File: src/logic/laser_defines.svh
`ifndef LASER_DEFINES_SVH
`define LASER_DEFINES_SVH

// 16x16 grid, one nibble per axis
`define LASER_COORD_W      4

// points per input frame
`define LASER_NPOINTS      40
`define LASER_ADDR_W       6

// covered when dx*dx + dy*dy <= this
`define LASER_RADIUS_SQ    16

// start centers, reloaded every frame
`define LASER_C1_X0        4
`define LASER_C1_Y0        7
`define LASER_C2_X0        11
`define LASER_C2_Y0        7

`define LASER_MAX_ROUNDS   6   // c1 then c2 per round

// start to done of one scan, NPOINTS + 2
`define LASER_EVAL_LAT     42

`endif

File: src/logic/laser_pkg.sv
`include "laser_defines.svh"

package laser_pkg;

    typedef logic [`LASER_COORD_W-1:0] coord_t;

    typedef struct packed {
        coord_t x;
        coord_t y;
    } point_t;

    typedef logic [5:0] count_t;  // up to 40 hits

    typedef logic [`LASER_ADDR_W-1:0] addr_t;

    typedef enum logic [1:0] {
        s_load,
        s_eval,
        s_pick,
        s_report
    } state_e;

    // scored in this order, ties keep the earlier one
    typedef enum logic [2:0] {
        m_stay,
        m_up,
        m_down,
        m_left,
        m_right
    } move_e;

endpackage

File: src/logic/laser_scan_if.sv
`timescale 1ns/1ps

interface laser_scan_if;

    laser_pkg::point_t cand;   // candidate center under test
    laser_pkg::point_t other;  // the other circle, current position
    logic              start;
    laser_pkg::addr_t  addr;
    laser_pkg::point_t pt;
    laser_pkg::count_t count;
    logic              done;

    modport ctrl (
        output cand,
        output other,
        output start,
        input  count,
        input  done
    );

    modport eval (
        input  cand,
        input  other,
        input  start,
        input  pt,
        output addr,
        output count,
        output done
    );

    modport store (
        input  addr,
        output pt
    );

endinterface

File: src/logic/laser_point_store.sv
`timescale 1ns/1ps
`include "laser_defines.svh"

module laser_point_store (
    input  logic              CLK,
    input  logic              load,
    input  laser_pkg::point_t wr_pt,
    laser_scan_if.store       scan
);

    localparam laser_pkg::addr_t last_addr = laser_pkg::addr_t'(`LASER_NPOINTS - 1);

    laser_pkg::point_t mem [0:`LASER_NPOINTS-1];
    laser_pkg::addr_t  wr_ptr;

    // write side, one point per load cycle
    always_ff @(posedge CLK)
    begin
        if (load)
        begin
            mem[wr_ptr] <= wr_pt;
            if (wr_ptr == last_addr)
            begin
                wr_ptr <= '0;
            end
            else
            begin
                wr_ptr <= wr_ptr + 1'b1;
            end
        end
        else
        begin
            wr_ptr <= '0;  // idle between frames
        end
    end

    // registered read, pt one cycle after addr
    always_ff @(posedge CLK)
    begin
        scan.pt <= mem[scan.addr];
    end

endmodule

File: src/logic/laser_cover_eval.sv
`timescale 1ns/1ps
`include "laser_defines.svh"

module laser_cover_eval (
    input  logic        CLK,
    input  logic        RST,
    laser_scan_if.eval  scan
);

    localparam laser_pkg::addr_t last_addr = laser_pkg::addr_t'(`LASER_NPOINTS - 1);

    logic              issue;    // addr valid this cycle
    logic              pt_vld;   // store output valid
    logic              pt_last;
    logic              hit;
    logic              done_q;
    logic              in_cand;
    logic              in_other;
    laser_pkg::addr_t  addr_q;
    laser_pkg::count_t acc;

    function automatic logic in_radius(laser_pkg::point_t p, laser_pkg::point_t c);
        laser_pkg::coord_t        dx;
        laser_pkg::coord_t        dy;
        logic [2*`LASER_COORD_W:0] d2;
        dx = (p.x > c.x) ? p.x - c.x : c.x - p.x;
        dy = (p.y > c.y) ? p.y - c.y : c.y - p.y;
        d2 = dx * dx + dy * dy;
        return d2 <= `LASER_RADIUS_SQ;
    endfunction

    assign in_cand  = in_radius(scan.pt, scan.cand);
    assign in_other = in_radius(scan.pt, scan.other);

    // stages: addr, pt, hit
    always_ff @(posedge CLK)
    begin
        if (RST)
        begin
            issue   <= 1'b0;
            addr_q  <= '0;
            pt_vld  <= 1'b0;
            pt_last <= 1'b0;
            hit     <= 1'b0;
            done_q  <= 1'b0;
            acc     <= '0;
        end
        else
        begin
            if (scan.start)
            begin
                issue  <= 1'b1;
                addr_q <= '0;
            end
            else if (issue)
            begin
                if (addr_q == last_addr)
                begin
                    issue <= 1'b0;
                end
                else
                begin
                    addr_q <= addr_q + 1'b1;
                end
            end

            pt_vld  <= issue;
            pt_last <= issue && (addr_q == last_addr);
            hit     <= pt_vld && in_cand && !in_other;
            done_q  <= pt_last;

            if (scan.start)
            begin
                acc <= '0;
            end
            else
            begin
                acc <= acc + laser_pkg::count_t'(hit);
            end
        end
    end

    assign scan.addr  = addr_q;
    assign scan.count = acc + laser_pkg::count_t'(hit);  // last hit folded in
    assign scan.done  = done_q;

endmodule

File: src/logic/laser_ctrl.sv
`timescale 1ns/1ps
`include "laser_defines.svh"

module laser_ctrl (
    input  logic              CLK,
    input  logic              RST,
    output logic              load,
    output laser_pkg::coord_t C1X,
    output laser_pkg::coord_t C1Y,
    output laser_pkg::coord_t C2X,
    output laser_pkg::coord_t C2Y,
    output logic              DONE,
    laser_scan_if.ctrl        scan
);

    localparam laser_pkg::addr_t last_addr = laser_pkg::addr_t'(`LASER_NPOINTS - 1);
    localparam int round_w = $clog2(`LASER_MAX_ROUNDS + 1);
    localparam logic [round_w-1:0] last_round = round_w'(`LASER_MAX_ROUNDS - 1);

    localparam laser_pkg::point_t c1_start = '{
        x: laser_pkg::coord_t'(`LASER_C1_X0),
        y: laser_pkg::coord_t'(`LASER_C1_Y0)
    };
    localparam laser_pkg::point_t c2_start = '{
        x: laser_pkg::coord_t'(`LASER_C2_X0),
        y: laser_pkg::coord_t'(`LASER_C2_Y0)
    };

    laser_pkg::state_e state;
    laser_pkg::addr_t  cnt;
    laser_pkg::point_t c1;
    laser_pkg::point_t c2;
    laser_pkg::point_t cur_c;
    laser_pkg::move_e  move;
    laser_pkg::move_e  nxt;
    laser_pkg::move_e  best_move;
    laser_pkg::count_t best_cnt;
    logic              second;   // 0 while improving c1
    logic              moved;
    logic              round_moved;
    logic              start_q;
    logic [round_w-1:0] rounds;

    function automatic laser_pkg::point_t shift(laser_pkg::point_t c, laser_pkg::move_e m);
        laser_pkg::point_t p;
        p = c;
        case (m)
            laser_pkg::m_up:    p.y = c.y + 1'b1;
            laser_pkg::m_down:  p.y = c.y - 1'b1;
            laser_pkg::m_left:  p.x = c.x - 1'b1;
            laser_pkg::m_right: p.x = c.x + 1'b1;
            default:            p = c;
        endcase
        return p;
    endfunction

    // next on-grid move after cur, stay when none is left
    function automatic laser_pkg::move_e next_move(laser_pkg::move_e cur,
                                                   laser_pkg::point_t c);
        laser_pkg::move_e m;
        m = laser_pkg::m_stay;
        if (cur == laser_pkg::m_stay && c.y != '1)
            m = laser_pkg::m_up;
        else if (cur <= laser_pkg::m_up && c.y != '0)
            m = laser_pkg::m_down;
        else if (cur <= laser_pkg::m_down && c.x != '0)
            m = laser_pkg::m_left;
        else if (cur <= laser_pkg::m_left && c.x != '1)
            m = laser_pkg::m_right;
        return m;
    endfunction

    assign cur_c       = second ? c2 : c1;
    assign nxt         = next_move(move, cur_c);
    assign round_moved = moved || (best_move != laser_pkg::m_stay);

    assign scan.cand  = shift(cur_c, move);
    assign scan.other = second ? c1 : c2;
    assign scan.start = start_q;

    always_ff @(posedge CLK)
    begin
        if (RST)
        begin
            state     <= laser_pkg::s_load;
            cnt       <= '0;
            load      <= 1'b0;
            start_q   <= 1'b0;
            DONE      <= 1'b0;
            C1X       <= '0;
            C1Y       <= '0;
            C2X       <= '0;
            C2Y       <= '0;
            c1        <= c1_start;
            c2        <= c2_start;
            second    <= 1'b0;
            move      <= laser_pkg::m_stay;
            best_move <= laser_pkg::m_stay;
            best_cnt  <= '0;
            moved     <= 1'b0;
            rounds    <= '0;
        end
        else
        begin
            start_q <= 1'b0;
            DONE    <= 1'b0;
            case (state)
                laser_pkg::s_load:
                begin
                    if (!load)
                    begin
                        load <= 1'b1;  // window opens a cycle late
                    end
                    else if (cnt == last_addr)
                    begin
                        load    <= 1'b0;
                        cnt     <= '0;
                        move    <= laser_pkg::m_stay;
                        start_q <= 1'b1;
                        state   <= laser_pkg::s_eval;
                    end
                    else
                    begin
                        cnt <= cnt + 1'b1;
                    end
                end
                laser_pkg::s_eval:
                begin
                    if (scan.done)
                    begin
                        // strictly higher wins
                        if (move == laser_pkg::m_stay || scan.count > best_cnt)
                        begin
                            best_cnt  <= scan.count;
                            best_move <= move;
                        end
                        if (nxt != laser_pkg::m_stay)
                        begin
                            move    <= nxt;
                            start_q <= 1'b1;
                        end
                        else
                        begin
                            state <= laser_pkg::s_pick;
                        end
                    end
                end
                laser_pkg::s_pick:
                begin
                    move <= laser_pkg::m_stay;
                    if (!second)
                    begin
                        c1      <= shift(c1, best_move);
                        moved   <= round_moved;
                        second  <= 1'b1;
                        start_q <= 1'b1;
                        state   <= laser_pkg::s_eval;
                    end
                    else
                    begin
                        c2 <= shift(c2, best_move);
                        if (!round_moved || rounds == last_round)
                        begin
                            state <= laser_pkg::s_report;
                        end
                        else
                        begin
                            second  <= 1'b0;
                            moved   <= 1'b0;
                            rounds  <= rounds + 1'b1;
                            start_q <= 1'b1;
                            state   <= laser_pkg::s_eval;
                        end
                    end
                end
                laser_pkg::s_report:
                begin
                    DONE   <= 1'b1;
                    C1X    <= c1.x;
                    C1Y    <= c1.y;
                    C2X    <= c2.x;
                    C2Y    <= c2.y;
                    c1     <= c1_start;  // next frame starts fresh
                    c2     <= c2_start;
                    second <= 1'b0;
                    moved  <= 1'b0;
                    rounds <= '0;
                    state  <= laser_pkg::s_load;
                end
                default:
                begin
                    state <= laser_pkg::s_load;
                end
            endcase
        end
    end

endmodule

File: src/logic/laser.sv
`timescale 1ns/1ps

module laser (
    input  logic              CLK,
    input  logic              RST,
    input  laser_pkg::coord_t X,
    input  laser_pkg::coord_t Y,
    output laser_pkg::coord_t C1X,
    output laser_pkg::coord_t C1Y,
    output laser_pkg::coord_t C2X,
    output laser_pkg::coord_t C2Y,
    output logic              DONE
);

    logic load;  // store write enable from ctrl

    laser_scan_if scan0 ();

    laser_ctrl ctrl0 (
        .CLK  (CLK),
        .RST  (RST),
        .load (load),
        .C1X  (C1X),
        .C1Y  (C1Y),
        .C2X  (C2X),
        .C2Y  (C2Y),
        .DONE (DONE),
        .scan (scan0.ctrl)
    );

    // x in the upper nibble of point_t
    laser_point_store store0 (
        .CLK   (CLK),
        .load  (load),
        .wr_pt ({X, Y}),
        .scan  (scan0.store)
    );

    laser_cover_eval eval0 (
        .CLK  (CLK),
        .RST  (RST),
        .scan (scan0.eval)
    );

endmodule

File: config.mk
export PLATFORM = sky130hd
export DESIGN_NAME = laser
export DESIGN_NICKNAME = d
export VERILOG_FILES = /design/src/logic/laser_pkg.sv /design/src/logic/laser_scan_if.sv /design/src/logic/laser_point_store.sv /design/src/logic/laser_cover_eval.sv /design/src/logic/laser_ctrl.sv /design/src/logic/laser.sv
export VERILOG_INCLUDE_DIRS = /design/src /design/src/logic
export SDC_FILE = /design/constraint.sdc
export NUM_CORES = 1
export LEC_CHECK = 0
export BUFFER_PORTS_ARGS = -buffer_cell sky130_fd_sc_hd__buf_2
export CAP_MARGIN = 20
export CORE_MARGIN = 3
export CORE_UTILIZATION = 60
export DETAILED_ROUTE_END_ITERATION = 8
export PLACE_DENSITY = 0.76
export SETUP_SLACK_MARGIN = 0.02
export SLEW_MARGIN = 10
export SYNTH_ARGS = -nofsm -noshare
export SYNTH_HDL_FRONTEND = slang
export SYNTH_HIERARCHICAL = 1
export SYNTH_SLANG_ARGS = --single-unit
File: constraint.sdc
create_clock -name CLK -period 16.3 [get_ports CLK]
set_input_delay 3.26 -clock CLK [delete_from_list [all_inputs] [get_ports CLK]]
set_output_delay 3.26 -clock CLK [all_outputs]
set_load 0.01 [all_outputs]
-- Word-level counts from Yosys, hierarchy flattened
Memories as Yosys holds them, arrays and structs flattened. A register that Yosys moved wholly into a read port is not among the register bits.
Index checks and enable logic that the tools add are counted.
- bits in registers: 83
- bits in writable memories: 320
- output and inout bits: 17
- memories kept: 1
- memories (name ; depth ; bits a word ; read ports ; clocked after Yosys merged registers in ; write ports ; RTL line ; source):
    store0.mem ; 40 ; 8 ; 1 ; 1 ; 1 ; laser_point_store.sv:13 ; laser_pkg::point_t mem [0:`LASER_NPOINTS-1];
- add/sub/neg operators: 27
- $mul: 4
- $lt $le $gt $ge: 10
- equality and inequality tests: 28
- multiplexer cells: 57
- bitwise gates (word level): 2
- reductions and logical operators: 33
- operator list (kind ; count):
    $pmux W4 S2 ; 6
    $mul A4 B4 Y8 ; 4
    $mux W8 ; 4
    $pmux W8 S2 ; 2
    $sub A4 B4 Y4 ; 8
    $mux W3 ; 10
    $add A4 B1 Y4 const B ; 6
    $sub A4 B1 Y4 const B ; 6
    $add A6 B1 Y6 const B ; 3
    $add A8 B8 Y9 ; 2
    $eq A6 B6 Y1 const B ; 3
    $le A9 B5 Y1 const B ; 2
    $mux W1 ; 18
    $reduce_and A3 Y1 ; 6
    $gt A4 B4 Y1 ; 4
    $mux W4 ; 4
    $eq A3 B2 Y1 const B ; 4
    $mux W2 ; 6
    $ne A2 B1 Y1 const B ; 5
    $eq A3 B3 Y1 const B ; 3
    $ne A3 B3 Y1 const B ; 3
    $pmux W3 S3 ; 1
    $reduce_bool A3 Y1 ; 3
    $ne A4 B4 Y1 const B ; 2
    other kinds (26) ; 46

-- Depth between registers and ports, before layout
- depth after elaboration: 11
- depth in mapped cells: 31
- mapped depth without buffers: 30

-- Cells and area by module
Netlist, hierarchy kept.
- modules (own cells, without submodules) (module ; instances ; cells each ; area an instance (um^2) ; seq. area each (um^2)):
    laser_point_store ; 1 ; 726 ; 13282.7 ; 9889.5
    laser_ctrl ; 1 ; 444 ; 3678.5 ; 1201.2
    laser_cover_eval ; 1 ; 389 ; 3395.8 ; 340.3

-- Worst setup path after synthesis
Ideal clock, no wire load.
- kind: reg2reg
- start point: reg ctrl0.move[1]
- end point: reg eval0.hit
- setup time: 92 ps
- data arrival time: 6803 ps
- setup slack: 9405 ps
- stages on the path, launching flop included: 28
- buffers on the path: 1
- clock period less this slack: 6895 ps
- cell sequence: dfxtp_1 -> buf_2 -> nand2b_1 -> or2_2 -> fa_1 -> o22a_1 -> a21oi_1 -> a21oi_1 -> inv_1 -> fa_1 -> a211oi_4 -> nor2_1 -> mux2i_1 -> mux2i_1 -> or2_1 -> fa_1 -> fa_1 -> fa_1 -> inv_1 -> fa_1 -> ha_1 -> inv_1 -> fa_1 -> xor2_1 -> nand3b_1 -> nor3_1 -> o21ai_0 -> nor4_1
- RTL lines (element ; RTL line ; source):
    from (decl) ; laser_ctrl.sv:34 ; laser_pkg::move_e move;
    from (signal assigned) ; laser_ctrl.sv:97 ; move <= laser_pkg::m_stay;
    from (signal assigned) ; laser_ctrl.sv:118 ; move <= laser_pkg::m_stay;
    from (signal assigned) ; laser_ctrl.sv:139 ; move <= nxt;
    to (signal assigned) ; laser_cover_eval.sv:69 ; hit <= pt_vld && in_cand && !in_other;
    to (decl) ; laser_cover_eval.sv:15 ; logic hit;

==> metrics <==
hold_buf cts 0; drt via density ~5.9; Worst VDD drop approximately 0.00013 V; First-pass DRT Iterations 5; CP Launch Type register; Cell Int Power roughly 1.8 mW; FF+latch count, synth a little over 400; post-layout min period between 7 and 8 ns; Max-Slew Margin vs Limit between 20 and 30%; CP max-delay cell fa_1; CP endpoint kind register; CTS tree built; initial core utilization about 62%; Die Y between 150 and 200 µm; residual DRC count 0; Placed Area ~0.021 mm²; Die Footprint 0.03617 mm²; PostCTS Resize Cnt 0; Critical Path AT 8.01 ns; Synth Warn # 6; Final Max Tran Viols 0; antenna violations before repair 0; Net Switching approximately 560 µW; DP HPWL roughly 27 mm; Post-CTS Setup Inserts 0; Worst-Margin Slew between 1 and 1.5 ns; fin area between 0.02 and 0.025 mm²; logic gate share of total power about an eighth; Worst Path Required around 17 ns; GRT Residual Overflow 0; post-synthesis adder-cell area fraction 8.888%; Unique masters post-synth 91; Synth Area in XOR/XNOR 1.807%; largest area contributor in the netlist edfxtp_1; first-pass GRT wire length 65.02 mm; Syn Std Cell Area roughly 0.020 mm²; via count between 10000 and 15000; antenna-violating nets left 0; register area share after synthesis between 50% and 60%; Initial DRC Count around 770; Flop pwr share 48.5%; leading cell type in the layout, fill and taps excluded edfxtp_1; TNS Setup 0 ns; top cell family by delay on the critical path adder cells; clock latency on the worst-skew pair around 0.55 ns; Max FO, Critical Path 30; P_leak ~7.7 nW; Power Density between 100 and 150 mW/mm²; simple-gate share of the synthesized area roughly 8.4%; post-synthesis mux area share approximately 11%; critical setup path kind reg2reg; htree depth 2; clock root cell clkbuf_16; Yosys top cell area share between 40% and 50%; top cells by area, synth edfxtp_1, dfxtp_1, mux2i_1, ha_1, fa_1; Hold Crit Class reg2reg; buffer levels on the longest clock path 3; FMAX 132.1 MHz; gr usage total between 20% and 30%; clk_skew around 0.020 ns; asr flop ratio synth 0%; most frequent cells in the layout edfxtp_1, mux2i_1, nand2_1; largest net degree at the start of global routing 58; Die X about 190 µm; Post-synth EDFFs between 300 and 400; Syn Nets 1692; Buf/Inv on CP 6; number of diodes 0; final setup vio count 0; CTS clk-pin slew, worst paths about 0.06 ns; FP Rows 66; Buffers on Ports 26; RSZ-0062 raised after global routing false; vias in the first global route around 12000; Max-cap violations 0; Fin. Hold Viols 0; status completed; most frequent CP cell fa_1; syn_area_per_cell roughly 13 µm²; Top FF cell, synth edfxtp_1; final worst path period share 46.44%; layout cells sized above 1 between 10 and 15%; Sw Share a little under a quarter; WL/cell about 20 µm; Core Area between 0.03 and 0.04 mm²; IO Pins 27; nets roughly 1700; cts bufs inserted 42; final WL 41.10 mm; Compound-Gate Fraction of Synth Area slightly below 10%; Placer Congestion 0.8452; clock sinks a little over 400; largest family of logic cells by synthesized area multiplexers; Clock Power Share between 30% and 40%; Syn Inst Count roughly 1600; Area Overhead vs Synth 7.910%; CP max stage delay 0.55 ns
## metrics by stage
step / utilization, % / instances / power (mW) / hold WS, ns / worst slack, ns
finish: 66.67 / 2040 / 2.353 / 0.4342 / 8.730
global route: 66.67 / 2040 / 2.463 / 0.4601 / 8.069
CTS: 66.67 / 2040 / 2.372 / 0.4362 / 8.736
detailed placement: 62.67 / 1964 / 1.464 / 0.4231 / 8.767
global placement: 62.65 / 1963 / 1.449 / 0.4264 / 8.975
floorplan: - / 1559 / 1.390 / 0.4138 / 9.405
## worst paths after layout
path,from,end,slack (ns),cells after the start
hold reg to reg,eval0/pt_last$_SDFF_PP0_,eval0/scan.done$_SDFF_PP0_,0.43,1
setup reg to reg,ctrl0/second$_SDFFE_PP0N_,eval0/hit$_SDFF_PP0_,8.73,28
hold / removal,eval0/pt_last$_SDFF_PP0_,eval0/scan.done$_SDFF_PP0_,0.43,1
setup / recovery,ctrl0/second$_SDFFE_PP0N_,eval0/hit$_SDFF_PP0_,8.73,28
## cells in the mapped netlist (8+ instances only)
library cell and count:
a21o_1 15, a21oi_1 75, a221oi_2 14, a22o_1 16
a22oi_1 33, buf_2 10, buf_4 10, buf_6 10
clkbuf_1 30, dfxtp_1 91, edfxtp_1 320, fa_1 36
ha_1 87, inv_1 103, mux2_2 16, mux2i_1 158
mux4_2 16, nand2_1 111, nand2b_1 9, nand3_1 20
nand4_1 10, nor2_1 106, nor2b_1 15, nor3_1 19
o21ai_0 28, o22ai_1 8, o41ai_2 9, xnor2_1 21
xor2_1 21
## sequential cells by signal, summed over array words and instances (netlist names), 2 cells and up
signal           count
ctrl0/c1             8
store0/scan.pt       8
ctrl0/state          2
ctrl0/cnt            6
store0/mem         320
store0/wr_ptr        6
ctrl0/C1X            4
ctrl0/C1Y            4
ctrl0/move           3
ctrl0/c2             8
ctrl0/C2Y            4
ctrl0/best_move      3
eval0/acc            6
ctrl0/best_cnt       6
ctrl0/rounds         3
eval0/scan.addr      6
ctrl0/C2X            4
## layer usage
layer	vias up	GRT usage (%)	wire [µm]
met1	6027	29.48	17360
met3	76	3.280	1826
li1	5751	-	-
met2	282	40.45	20680
met4	0	7.113	1221
met5	-	0	0
## power by group through the flow
stage,registers [mW],logic [mW],clock network [mW]
floorplan,1.16,0.229,0
CTS,1.14,0.300,0.930
global placement,1.16,0.285,0
finish,1.14,0.295,0.915
detailed placement,1.16,0.299,0
global route,1.14,0.348,0.973
## worst reg2reg max path: cells and delay by family, from the launching register on
| kind | cells | cell delay, ns |
|---|---|---|
| xor+xnor | 1 | 0.16 |
| flops | 1 | 0.31 |
| buf+inv | 6 | 0.83 |
| simple gates | 5 | 0.75 |
| mux | 2 | 0.45 |
| fa+ha+maj | 8 | 3.65 |
| compound gates | 6 | 1.31 |
## cell type report
| type | count | area [µm²] |
|---|---|---|
| multi-input cells | 970 | 8068 |
| repair buffers | 35 | 195.2 |
| fillers | 2366 | 10980 |
| inverters | 106 | 397.9 |
| clock inverters | 24 | 210.2 |
| well taps | 442 | 553.0 |
| flip-flops and latches | 411 | 11430 |
| clock buffers | 52 | 1109 |
## logic make-up after synthesis
kind of cell             after synthesis
adder cells (fa/ha/maj)              123
AO/OA/AOI/OAI                        260
buffers and inverters                178
AND/OR/NAND/NOR                      351
flip-flops                           411
multiplexers                         194
XOR/XNOR                              42
No activity file was read; power rests on OpenSTA's default activity.
